### src/datapathPkg.sv
package datapathPkg;

	// Register file geometry
	localparam int regCount = 16;
	localparam int regIndexWidth = 4;

	// Instruction opcodes
	// Codes 9 to 15 do nothing
	typedef enum logic [3:0] {
		opAdd = 4'd0,
		opSub = 4'd1,
		opAnd = 4'd2,
		opOr  = 4'd3,
		opXor = 4'd4,
		opMov = 4'd5,
		opLsh = 4'd6,
		opRsh = 4'd7,
		opCmp = 4'd8
	} opcodeT;

	// Status flags
	typedef logic [4:0] flagsT;

	localparam int flagC = 4; // Carry or borrow
	localparam int flagL = 3; // Unsigned dest below operand
	localparam int flagF = 2; // Signed overflow
	localparam int flagZ = 1; // Zero result
	localparam int flagN = 0; // Signed dest below operand

	// Setup byte layout, opcode sits in [3:0]
	localparam int setupClrBit = 7;
	localparam int setupImmHighBit = 5;
	localparam int setupImmSelBit = 4;

	// Opcodes that store into the dest register
	function automatic logic writesResult(input opcodeT op);
		return op inside {opAdd, opSub, opAnd, opOr, opXor, opMov, opLsh, opRsh};
	endfunction

	// Cmp touches flags only
	function automatic logic updatesFlags(input opcodeT op);
		return writesResult(op) || (op == opCmp);
	endfunction

endpackage

### src/loadDecoder.sv
`timescale 1ns/1ps

module loadDecoder #(
	parameter int dataWidth = 16
) (
	input  logic clk,
	input  logic rstN,
	input  logic [7:0] dataIn,
	input  logic ldReg,
	input  logic ldSetup,
	input  logic ldImm,
	input  logic en,
	output logic [datapathPkg::regIndexWidth-1:0] destIdx,
	output logic [datapathPkg::regIndexWidth-1:0] srcIdx,
	output datapathPkg::opcodeT opcode,
	output logic immSel,
	output logic [dataWidth-1:0] immVal,
	output logic execPulse,
	output logic clrPulse
);
	import datapathPkg::*;

	// Bit positions inside the button vectors
	localparam int btnReg = 0;
	localparam int btnSetup = 1;
	localparam int btnImm = 2;
	localparam int btnEn = 3;

	// Released level of each button
	// Load buttons idle high, enable idles low
	localparam logic [3:0] idleLevel = 4'b0111;

	localparam int padWidth = dataWidth - 8; // Zero fill around the immediate byte

	logic [3:0] btnRaw;
	logic [3:0] syncA;     // First synchronizer flop
	logic [3:0] syncB;     // Second synchronizer flop
	logic [3:0] syncPrev;  // Edge register
	logic [3:0] pressNow;
	logic [3:0] pressOld;
	logic [3:0] pressEdge; // One cycle per press
	logic immHigh;         // Placement of the immediate byte
	logic [7:0] immByte;

	assign btnRaw = {en, ldImm, ldSetup, ldReg};

	// Two-flop synchronizer plus edge register
	// Resets to the idle level so no edge appears out of reset
	always_ff @(posedge clk or negedge rstN) begin
		if (!rstN) begin
			syncA <= idleLevel;
			syncB <= idleLevel;
			syncPrev <= idleLevel;
		end else begin
			syncA <= btnRaw;
			syncB <= syncA;
			syncPrev <= syncB;
		end
	end

	// Normalize to pressed-high
	assign pressNow = syncB ^ idleLevel;
	assign pressOld = syncPrev ^ idleLevel;
	assign pressEdge = pressNow & ~pressOld;

	// Field latches and request pulses
	always_ff @(posedge clk or negedge rstN) begin
		if (!rstN) begin
			destIdx <= '0;
			srcIdx <= '0;
			opcode <= opAdd;
			immSel <= 1'b0;
			immHigh <= 1'b0;
			immByte <= '0;
			execPulse <= 1'b0;
			clrPulse <= 1'b0;
		end else begin
			execPulse <= pressEdge[btnEn];
			clrPulse <= pressEdge[btnSetup] & dataIn[setupClrBit]; // Same cycle as setup latch
			if (pressEdge[btnReg]) begin
				destIdx <= dataIn[2*regIndexWidth-1 -: regIndexWidth]; // High nibble
				srcIdx <= dataIn[regIndexWidth-1:0];
			end
			if (pressEdge[btnSetup]) begin
				opcode <= opcodeT'(dataIn[3:0]);
				immSel <= dataIn[setupImmSelBit];
				immHigh <= dataIn[setupImmHighBit];
			end
			if (pressEdge[btnImm]) begin
				immByte <= dataIn;
			end
		end
	end

	// Upper half or zero-extended lower half
	assign immVal = immHigh ? {immByte, {padWidth{1'b0}}} : {{padWidth{1'b0}}, immByte};

	// Switches are not synchronized, so they must hold still up to the latch edge
	assert property (@(posedge clk) disable iff (!rstN)
		|pressEdge[btnImm:btnReg] |-> $stable(dataIn))
		else $error("dataIn changed while a load was being latched");

endmodule

### src/aluExecute.sv
`timescale 1ns/1ps

module aluExecute #(
	parameter int dataWidth = 16
) (
	input  logic clk,
	input  logic rstN,
	input  logic execPulse,
	input  logic clrPulse,
	input  datapathPkg::opcodeT opcode,
	input  logic immSel,
	input  logic [dataWidth-1:0] immVal,
	input  logic [datapathPkg::regIndexWidth-1:0] destIdx,
	input  logic [dataWidth-1:0] destData,
	input  logic [dataWidth-1:0] srcData,
	output logic wrEn,
	output logic [datapathPkg::regIndexWidth-1:0] wrIdx,
	output logic [dataWidth-1:0] wrData,
	output datapathPkg::flagsT flags
);
	import datapathPkg::*;

	localparam int msb = dataWidth - 1;

	logic [dataWidth-1:0] opB;      // Second operand
	logic [3:0] shiftAmt;
	logic [dataWidth:0] sumWide;    // Carry out on top
	logic [dataWidth:0] diffWide;   // Borrow out on top
	logic [dataWidth-1:0] result;
	logic addOverflow;
	logic subOverflow;
	logic destBelow;        // Unsigned compare
	logic destBelowSigned;
	flagsT flagsNext;

	assign opB = immSel ? immVal : srcData;
	assign shiftAmt = opB[3:0]; // Only low bits count for shifts

	assign sumWide = {1'b0, destData} + {1'b0, opB};
	assign diffWide = {1'b0, destData} - {1'b0, opB};

	// Operands agree in sign but the sum does not
	assign addOverflow = (destData[msb] == opB[msb]) && (sumWide[msb] != destData[msb]);
	// Operands differ in sign and the difference flips
	assign subOverflow = (destData[msb] != opB[msb]) && (diffWide[msb] != destData[msb]);

	assign destBelow = destData < opB;
	assign destBelowSigned = $signed(destData) < $signed(opB);

	// Result select
	always_comb begin
		case (opcode)
			opAdd: result = sumWide[msb:0];
			opSub: result = diffWide[msb:0];
			opCmp: result = diffWide[msb:0]; // Feeds flags only
			opAnd: result = destData & opB;
			opOr:  result = destData | opB;
			opXor: result = destData ^ opB;
			opMov: result = opB;
			opLsh: result = destData << shiftAmt;
			opRsh: result = destData >> shiftAmt; // Logical
			default: result = '0;
		endcase
	end

	// Next flag vector
	// Logic and shifts keep C, L and F
	always_comb begin
		flagsNext = flags;
		flagsNext[flagZ] = (result == '0);
		flagsNext[flagN] = result[msb]; // Sign bit outside arithmetic
		case (opcode)
			opAdd: begin
				flagsNext[flagC] = sumWide[dataWidth];
				flagsNext[flagL] = destBelow;
				flagsNext[flagF] = addOverflow;
				flagsNext[flagN] = destBelowSigned;
			end
			opSub, opCmp: begin
				flagsNext[flagC] = diffWide[dataWidth]; // Borrow
				flagsNext[flagL] = destBelow;
				flagsNext[flagF] = subOverflow;
				flagsNext[flagN] = destBelowSigned;
			end
			default: ;
		endcase
	end

	// Write strobe and flag register
	always_ff @(posedge clk or negedge rstN) begin
		if (!rstN) begin
			wrEn <= 1'b0;
			flags <= '0;
		end else begin
			wrEn <= execPulse && writesResult(opcode);
			if (clrPulse) begin
				flags <= '0;
			end else if (execPulse && updatesFlags(opcode)) begin
				flags <= flagsNext; // No-op codes leave flags alone
			end
		end
	end

	// Writeback payload
	always_ff @(posedge clk) begin
		if (execPulse) begin
			wrIdx <= destIdx;
			wrData <= result;
		end
	end

	// Cmp and codes 9 to 15 never reach the register file
	assert property (@(posedge clk) disable iff (!rstN)
		execPulse && (opcode >= opCmp) |=> !wrEn)
		else $error("wrEn after Cmp or no-op");

	// A write issued with a clear would land after the wipe
	assert property (@(posedge clk) disable iff (!rstN) !(execPulse && clrPulse))
		else $error("execPulse and clrPulse in the same cycle");

endmodule

### src/regFile.sv
`timescale 1ns/1ps

module regFile #(
	parameter int dataWidth = 16
) (
	input  logic clk,
	input  logic rstN,
	input  logic clrPulse,
	input  logic wrEn,
	input  logic [datapathPkg::regIndexWidth-1:0] wrIdx,
	input  logic [dataWidth-1:0] wrData,
	input  logic [datapathPkg::regIndexWidth-1:0] destIdx,
	input  logic [datapathPkg::regIndexWidth-1:0] srcIdx,
	output logic [dataWidth-1:0] destData,
	output logic [dataWidth-1:0] srcData
);
	import datapathPkg::*;

	logic [dataWidth-1:0] regs [regCount];

	// Clear wins over a same-cycle write
	always_ff @(posedge clk or negedge rstN) begin
		if (!rstN) begin
			for (int i = 0; i < regCount; i++) begin
				regs[i] <= '0;
			end
		end else if (clrPulse) begin
			for (int i = 0; i < regCount; i++) begin
				regs[i] <= '0; // Setup bit 7 wipe
			end
		end else if (wrEn) begin
			regs[wrIdx] <= wrData;
		end
	end

	// Read ports, no latency
	assign destData = regs[destIdx]; // Also the displayed value
	assign srcData = regs[srcIdx];

endmodule

### src/hexDisplay.sv
`timescale 1ns/1ps

module hexDisplay #(
	parameter int dataWidth = 16
) (
	input  logic [dataWidth-1:0] value,
	output logic [dataWidth/4-1:0][6:0] segOut // Top index is the leftmost digit
);

	localparam int digitCount = dataWidth / 4;

	// Nibble to active-low gfedcba
	function automatic logic [6:0] segPattern(input logic [3:0] nibble);
		logic [6:0] lit; // Segments on, active high
		case (nibble)
			4'h0: lit = 7'b0111111;
			4'h1: lit = 7'b0000110;
			4'h2: lit = 7'b1011011;
			4'h3: lit = 7'b1001111;
			4'h4: lit = 7'b1100110;
			4'h5: lit = 7'b1101101;
			4'h6: lit = 7'b1111101;
			4'h7: lit = 7'b0000111;
			4'h8: lit = 7'b1111111;
			4'h9: lit = 7'b1100111;
			4'hA: lit = 7'b1110111;
			4'hB: lit = 7'b1111100; // Lower-case b
			4'hC: lit = 7'b1011000; // Lower-case c
			4'hD: lit = 7'b1011110; // Lower-case d
			4'hE: lit = 7'b1111001;
			4'hF: lit = 7'b1110001;
			default: lit = 7'b0000000;
		endcase
		return ~lit; // Board segments sink current
	endfunction

	// One decoder per nibble
	for (genvar d = 0; d < digitCount; d++) begin : gDigit
		assign segOut[d] = segPattern(value[4*d +: 4]);
	end

endmodule

### src/regAluTop.sv
`timescale 1ns/1ps

module regAluTop #(
	parameter int dataWidth = 16
) (
	input  logic clk,
	input  logic rstN,
	input  logic [7:0] dataIn,  // Switch bank
	input  logic ldReg,         // Active low
	input  logic ldSetup,       // Active low
	input  logic ldImm,         // Active low
	input  logic en,            // Run one instruction
	output logic [dataWidth-1:0] destOut,
	output datapathPkg::flagsT flags,
	output logic [dataWidth/4-1:0][6:0] segOut
);
	import datapathPkg::*;

	// Decoder outputs
	logic [regIndexWidth-1:0] destIdx;
	logic [regIndexWidth-1:0] srcIdx;
	opcodeT opcode;
	logic immSel;
	logic [dataWidth-1:0] immVal;
	logic execPulse;
	logic clrPulse;

	// Register file read and write paths
	logic [dataWidth-1:0] srcData;
	logic wrEn;
	logic [regIndexWidth-1:0] wrIdx;
	logic [dataWidth-1:0] wrData;

	loadDecoder #(.dataWidth(dataWidth)) uDecode (
		.clk(clk),
		.rstN(rstN),
		.dataIn(dataIn),
		.ldReg(ldReg),
		.ldSetup(ldSetup),
		.ldImm(ldImm),
		.en(en),
		.destIdx(destIdx),
		.srcIdx(srcIdx),
		.opcode(opcode),
		.immSel(immSel),
		.immVal(immVal),
		.execPulse(execPulse),
		.clrPulse(clrPulse)
	);

	aluExecute #(.dataWidth(dataWidth)) uExecute (
		.clk(clk),
		.rstN(rstN),
		.execPulse(execPulse),
		.clrPulse(clrPulse),
		.opcode(opcode),
		.immSel(immSel),
		.immVal(immVal),
		.destIdx(destIdx),
		.destData(destOut),
		.srcData(srcData),
		.wrEn(wrEn),
		.wrIdx(wrIdx),
		.wrData(wrData),
		.flags(flags)
	);

	// Dest read port doubles as the board output
	regFile #(.dataWidth(dataWidth)) uRegs (
		.clk(clk),
		.rstN(rstN),
		.clrPulse(clrPulse),
		.wrEn(wrEn),
		.wrIdx(wrIdx),
		.wrData(wrData),
		.destIdx(destIdx),
		.srcIdx(srcIdx),
		.destData(destOut),
		.srcData(srcData)
	);

	hexDisplay #(.dataWidth(dataWidth)) uDisplay (
		.value(destOut),
		.segOut(segOut)
	);

endmodule

### config.mk
export PLATFORM = sky130hd
export DESIGN_NAME = regAluTop
export DESIGN_NICKNAME = d
export VERILOG_FILES = /design/src/datapathPkg.sv /design/src/loadDecoder.sv /design/src/aluExecute.sv /design/src/regFile.sv /design/src/hexDisplay.sv /design/src/regAluTop.sv
export SDC_FILE = /design/constraint.sdc
export NUM_CORES = 1
export LEC_CHECK = 0
export BUFFER_PORTS_ARGS = -buffer_cell sky130_fd_sc_hd__buf_2
export CAP_MARGIN = 20
export CORE_ASPECT_RATIO = 0.9
export CORE_UTILIZATION = 24
export CTS_CLUSTER_SIZE = 16
export DETAILED_ROUTE_END_ITERATION = 6
export GPL_ROUTABILITY_DRIVEN = 0
export HOLD_SLACK_MARGIN = 0.1
export PLACE_DENSITY = 0.4
export SYNTH_ARGS = -nofsm -noshare
export SYNTH_HDL_FRONTEND = slang
export SYNTH_HIERARCHICAL = 1
export SYNTH_SLANG_ARGS = --single-unit
export TNS_END_PERCENT = 50
### constraint.sdc
create_clock -name clk -period 6.71 [get_ports clk]
set_input_delay 0.671 -clock clk [delete_from_list [all_inputs] [get_ports clk]]
set_output_delay 0.671 -clock clk [all_outputs]
set_load 0.05 [all_outputs]
==> flow_summary_export.csv <==
group,metric,value,unit
global_routing,grt_pass1_wl,135600,um
sta,worstMarginPinSlew,1.288,ns
setup_path,max_stage_delay,1.04,ns
synthesis,ys_seq_area_share,36.00,%
floorplan,core,0.09183,mm^2
pwr,power_switching,2.188,mW
layout,drive_gt1_share,16.50,%
setup_path,crit_chain,"mux4_1 -> a22oi_1 -> nand2_1 -> mux2i_4 -> inv_1 -> ha_1 -> or2_2 -> o211a_1 -> a211oi_1 -> xor2_1 -> nor2_1 -> or4_1 -> nor4b_1 -> nand4b_1 -> o21ai_1",
pwr,power_frac_seq,36.6,%
cts,path_clk_slew,0.06,ns
synthesis,syn-mean-instance-area,9.555,um^2
sta,fmax,0.1688,GHz
setup_path,regToRegSetupSlack,0.79,ns
floorplan,fp.dieArea,0.09462,mm^2
sta,setup_viol,0,
drt,drc,0,
pwr,vdd_drop_max,0.0001619,V
synthesis,synth_xor_area_share,0.5861,%
synthesis,yosysWarnings,6,
synthesis,synthAdderAreaFrac,4.644,%
setup_path,startpoint_type,"flop",
drt,vias_per_cell,5.660,
pwr,power.share.clock,37.0,%
global_routing,grt_pass1_vias,20048,
drt,wl_per_cell,25.87,um
pwr,pwr-share-comb,26.5,%
setup_path,endpoint_kind,"flop",
synthesis,ys.flop_type,"dfrtp_1",
synthesis,synthMuxAreaShare,18.90,%
sta,min_period_over_period,88.28,%
floorplan,row_count,105,
place,dpl.hpwl,54340,um
flow_run,cap_viol_max_count,0,
drt,dr.pass1.iters,6,
global_routing,grt_max_degree,215,
global_routing,grt-ovfl-total,0,
synthesis,synth-edff-count,20,
cts,cts_root_buf,"clkbuf_16",
drt,vias,19826,
floorplan,initial_core_util,24.41,%
drt,ant_nets,0,
cts,clockBufferDepth,3,
cts,cts_tree,"yes",
pwr,switching_share,35.79,%
synthesis,synth-seq-cells,318,
place,port_buffers,62,
synthesis,synthesis.area,0.02242,mm^2
sta,timing.final.ws_setup,0.7864,ns
sta,slew_headroom,14.16,%
cts,cts_made_buffers,40,
layout,antennaDiodeCount,0,
floorplan,dieWidth,324.1,um
synthesis,ys_async_sr_fraction,93.71,%
pwr,powerDensity,244.0,mW/mm^2
pwr,p_leak,10.02,nW
sta,hold_viol_final,0,
floorplan,io-pin-count,63,
cts,htreeDepth,2,
setup_path,r2r_start,"uDecode/srcIdx[0]",
setup_path,required,7.19,ns
synthesis,synth_nets,2442,
sta,min_period,5.924,ns
sta,clock_skew,0.03188,ns
global_routing,grt_use_total,18.98,%
setup_path,cp_max_fo,42,
cts,clk_latency,0.58,ns
layout,area_delta_synth_final,11.77,%
floorplan,fp.dieH,291.9,um
drt,routed_wl,90620,um
pwr,intPower,3.925,mW
setup_path,rr_endpoint,"uExecute/flags[1]",
min_path,hold_path.class,"in -> async",
synthesis,synth_top_family_by_area,"compound AO/OA/AOI/OAI gates",
setup_path,slowest_stage,"dfrtp_4",
global_routing,grt_antenna_before_repair,0,
setup_path,cp_data_arrival_time,6.40,ns
sta,rsz0062_at_grt,"no",
synthesis,synth.distinct_cells,91,
setup_path,worstRegToRegCells,15,
drt,drt-initial-drc-count,2290,
cts,clkSinkCount,318,
place,pre_cts_slack,1.077,ns
cts,cts_resized,0,
sta,slew_viol_final,0,
cts,cts_hold_buf,0,
run_status,outcome,"completed",
setup_path,critical_path_class,"reg -> reg",
synthesis,synth_compound_area_share,20.95,%
synthesis,synth-simple-area-share,12.64,%
cts,cts_setup_buffers,0,
layout,nets,2340,
synthesis,netlist_instances,2346,
sta,setup_tns,0,ns
[synthesized netlist by cell type (9+ instances only)]
library cell  count  area [um^2]
a21oi_1         305         1526
o21ai_0         294         1471
dfrtp_1         289         7232
nand3_1         261         1306
clkbuf_1        170        638.1
mux4_2          110         2477
nand2_1          87        326.6
ha_1             80         1001
nor2_1           79        296.5
a22oi_1          71        533.0
mux2i_1          69        690.7
inv_1            55        206.5
buf_2            44        220.2
buf_1            24        90.09
o22ai_1          24        150.1
mux2_4           22        330.3
nor2b_1          21        131.4
edfxtp_1         20        600.6
mux4_1           20        525.5
nor3_1           20        100.1
and2_1           14        87.58
a211oi_1         13        97.59
buf_6            13        146.4
o211ai_1         11        82.58
a31oi_1          10        62.56
nand2b_1         10        62.56
o221ai_1         10        87.58
dfstp_2           9        236.5
o31ai_1           9        67.56
[logic make-up after synthesis]
group                      Yosys count
AOI/OAI and AO/OA                  818
DFF                                318
adders and majority gates           82
muxes                              233
and+or+nand+nor                    559
xor gates and xnor gates            15
buffers and inverters              321
[layer usage]
metal	share of wire, %	track usage (%)	vias up
met5	0	0	-
met4	2.9	5.833	0
met3	6.4	2.462	154
met2	45	29.19	844
met1	46	27.45	10227
li1	-	-	8601
[registers in the layout, summed over array words and instances (netlist names), 5 cells and up]
register and cells:
uRegs/regs 256, uExecute/flags 5, uExecute/wrData 16, uDecode/immByte 8
[power groups by stage]
stage | registers (mW) | logic [mW] | clock network (mW)
2_1_floorplan | 2.14 | 1.12 | 0
4_1_cts | 2.24 | 1.60 | 2.31
3_5_place_dp | 2.27 | 1.59 | 0
5_1_grt | 2.25 | 1.71 | 2.39
3_3_place_gp | 2.27 | 1.59 | 0
6_report | 2.24 | 1.62 | 2.26
[how the worst max path moves through the flow]
stage,startpoint,end,slack (ns),cells after the start
6_report,uDecode/srcIdx[0],uExecute/flags[1],0.79,15
5_1_grt,uDecode/srcIdx[0],uExecute/flags[1],0.77,17
4_1_cts,uDecode/srcIdx[0],uExecute/flags[1],1.03,15
3_5_place_dp,uDecode/srcIdx[0],uExecute/flags[1],1.08,15
3_3_place_gp,uDecode/srcIdx[0],uExecute/flags[1],1.04,15
2_1_floorplan,uDecode/destIdx[0],uExecute/flags[1],1.83,17
[critical path: cells and delay by family (launching register included)]
family / cells / cell delay [ns]
AOI/OAI and AO/OA: 4 / 0.77
xor gates and xnor gates: 1 / 0.24
adders and majority gates: 1 / 0.35
buffers and inverters: 1 / 0.26
DFF: 1 / 1.04
muxes: 2 / 1.17
and+or+nand+nor: 6 / 1.97
[layout make-up]
cell class | count | area, um^2
clock buffers | 60 | 1189
inverters | 59 | 224.0
flip-flops and latches | 318 | 8083
multi-input cells | 1707 | 13060
clock inverters | 11 | 160.2
fillers | 9607 | 66780
well taps | 1230 | 1539
repair buffers | 118 | 803.3
[cells in the final DEF, fill, tap and decap left out, types with 8 or more instances in the layout]
cell / synthesis / final
mux4_1: 20 / 20
nor3_1: 20 / 20
nor2b_1: 21 / 15
dfstp_2: 9 / 9
a21o_1: 8 / 8
inv_1: 55 / 55
nand3_1: 261 / 260
o211ai_1: 11 / 11
xnor2_1: 8 / 8
ha_1: 80 / 80
mux2_4: 22 / 22
a22oi_1: 71 / 71
o31ai_1: 9 / 9
a211oi_1: 13 / 13
o221ai_1: 10 / 10
dfrtp_1: 289 / 284
edfxtp_1: 20 / 20
o22ai_1: 24 / 24
nand2_1: 87 / 86
a31oi_1: 10 / 10
and2_1: 14 / 13
clkbuf_16: 0 / 42
nor2_1: 79 / 77
mux2i_1: 69 / 67
a21oi_1: 305 / 305
buf_4: 7 / 51
nand2b_1: 10 / 8
buf_2: 44 / 61
clkbuf_1: 170 / 11
o21ai_0: 294 / 294
mux4_2: 110 / 110
[metrics by stage]
| stage | cells | hold slack [ns] | util [%] | power [mW] | cell area [um^2] |
|---|---|---|---|---|---|
| floorplan | 2346 | 0.3312 | - | 3.265 | 22420 |
| global placement | 3432 | 0.3415 | 25.81 | 3.860 | 23700 |
| detailed placement | 3432 | 0.3515 | 25.81 | 3.860 | 23700 |
| CTS | 3503 | 0.1145 | 27.28 | 6.143 | 25050 |
| global route | 3503 | 0.1396 | 27.28 | 6.355 | 25050 |
| finish | 3503 | 0.09702 | 27.28 | 6.112 | 25050 |
(Power assumes the default switching activity.)
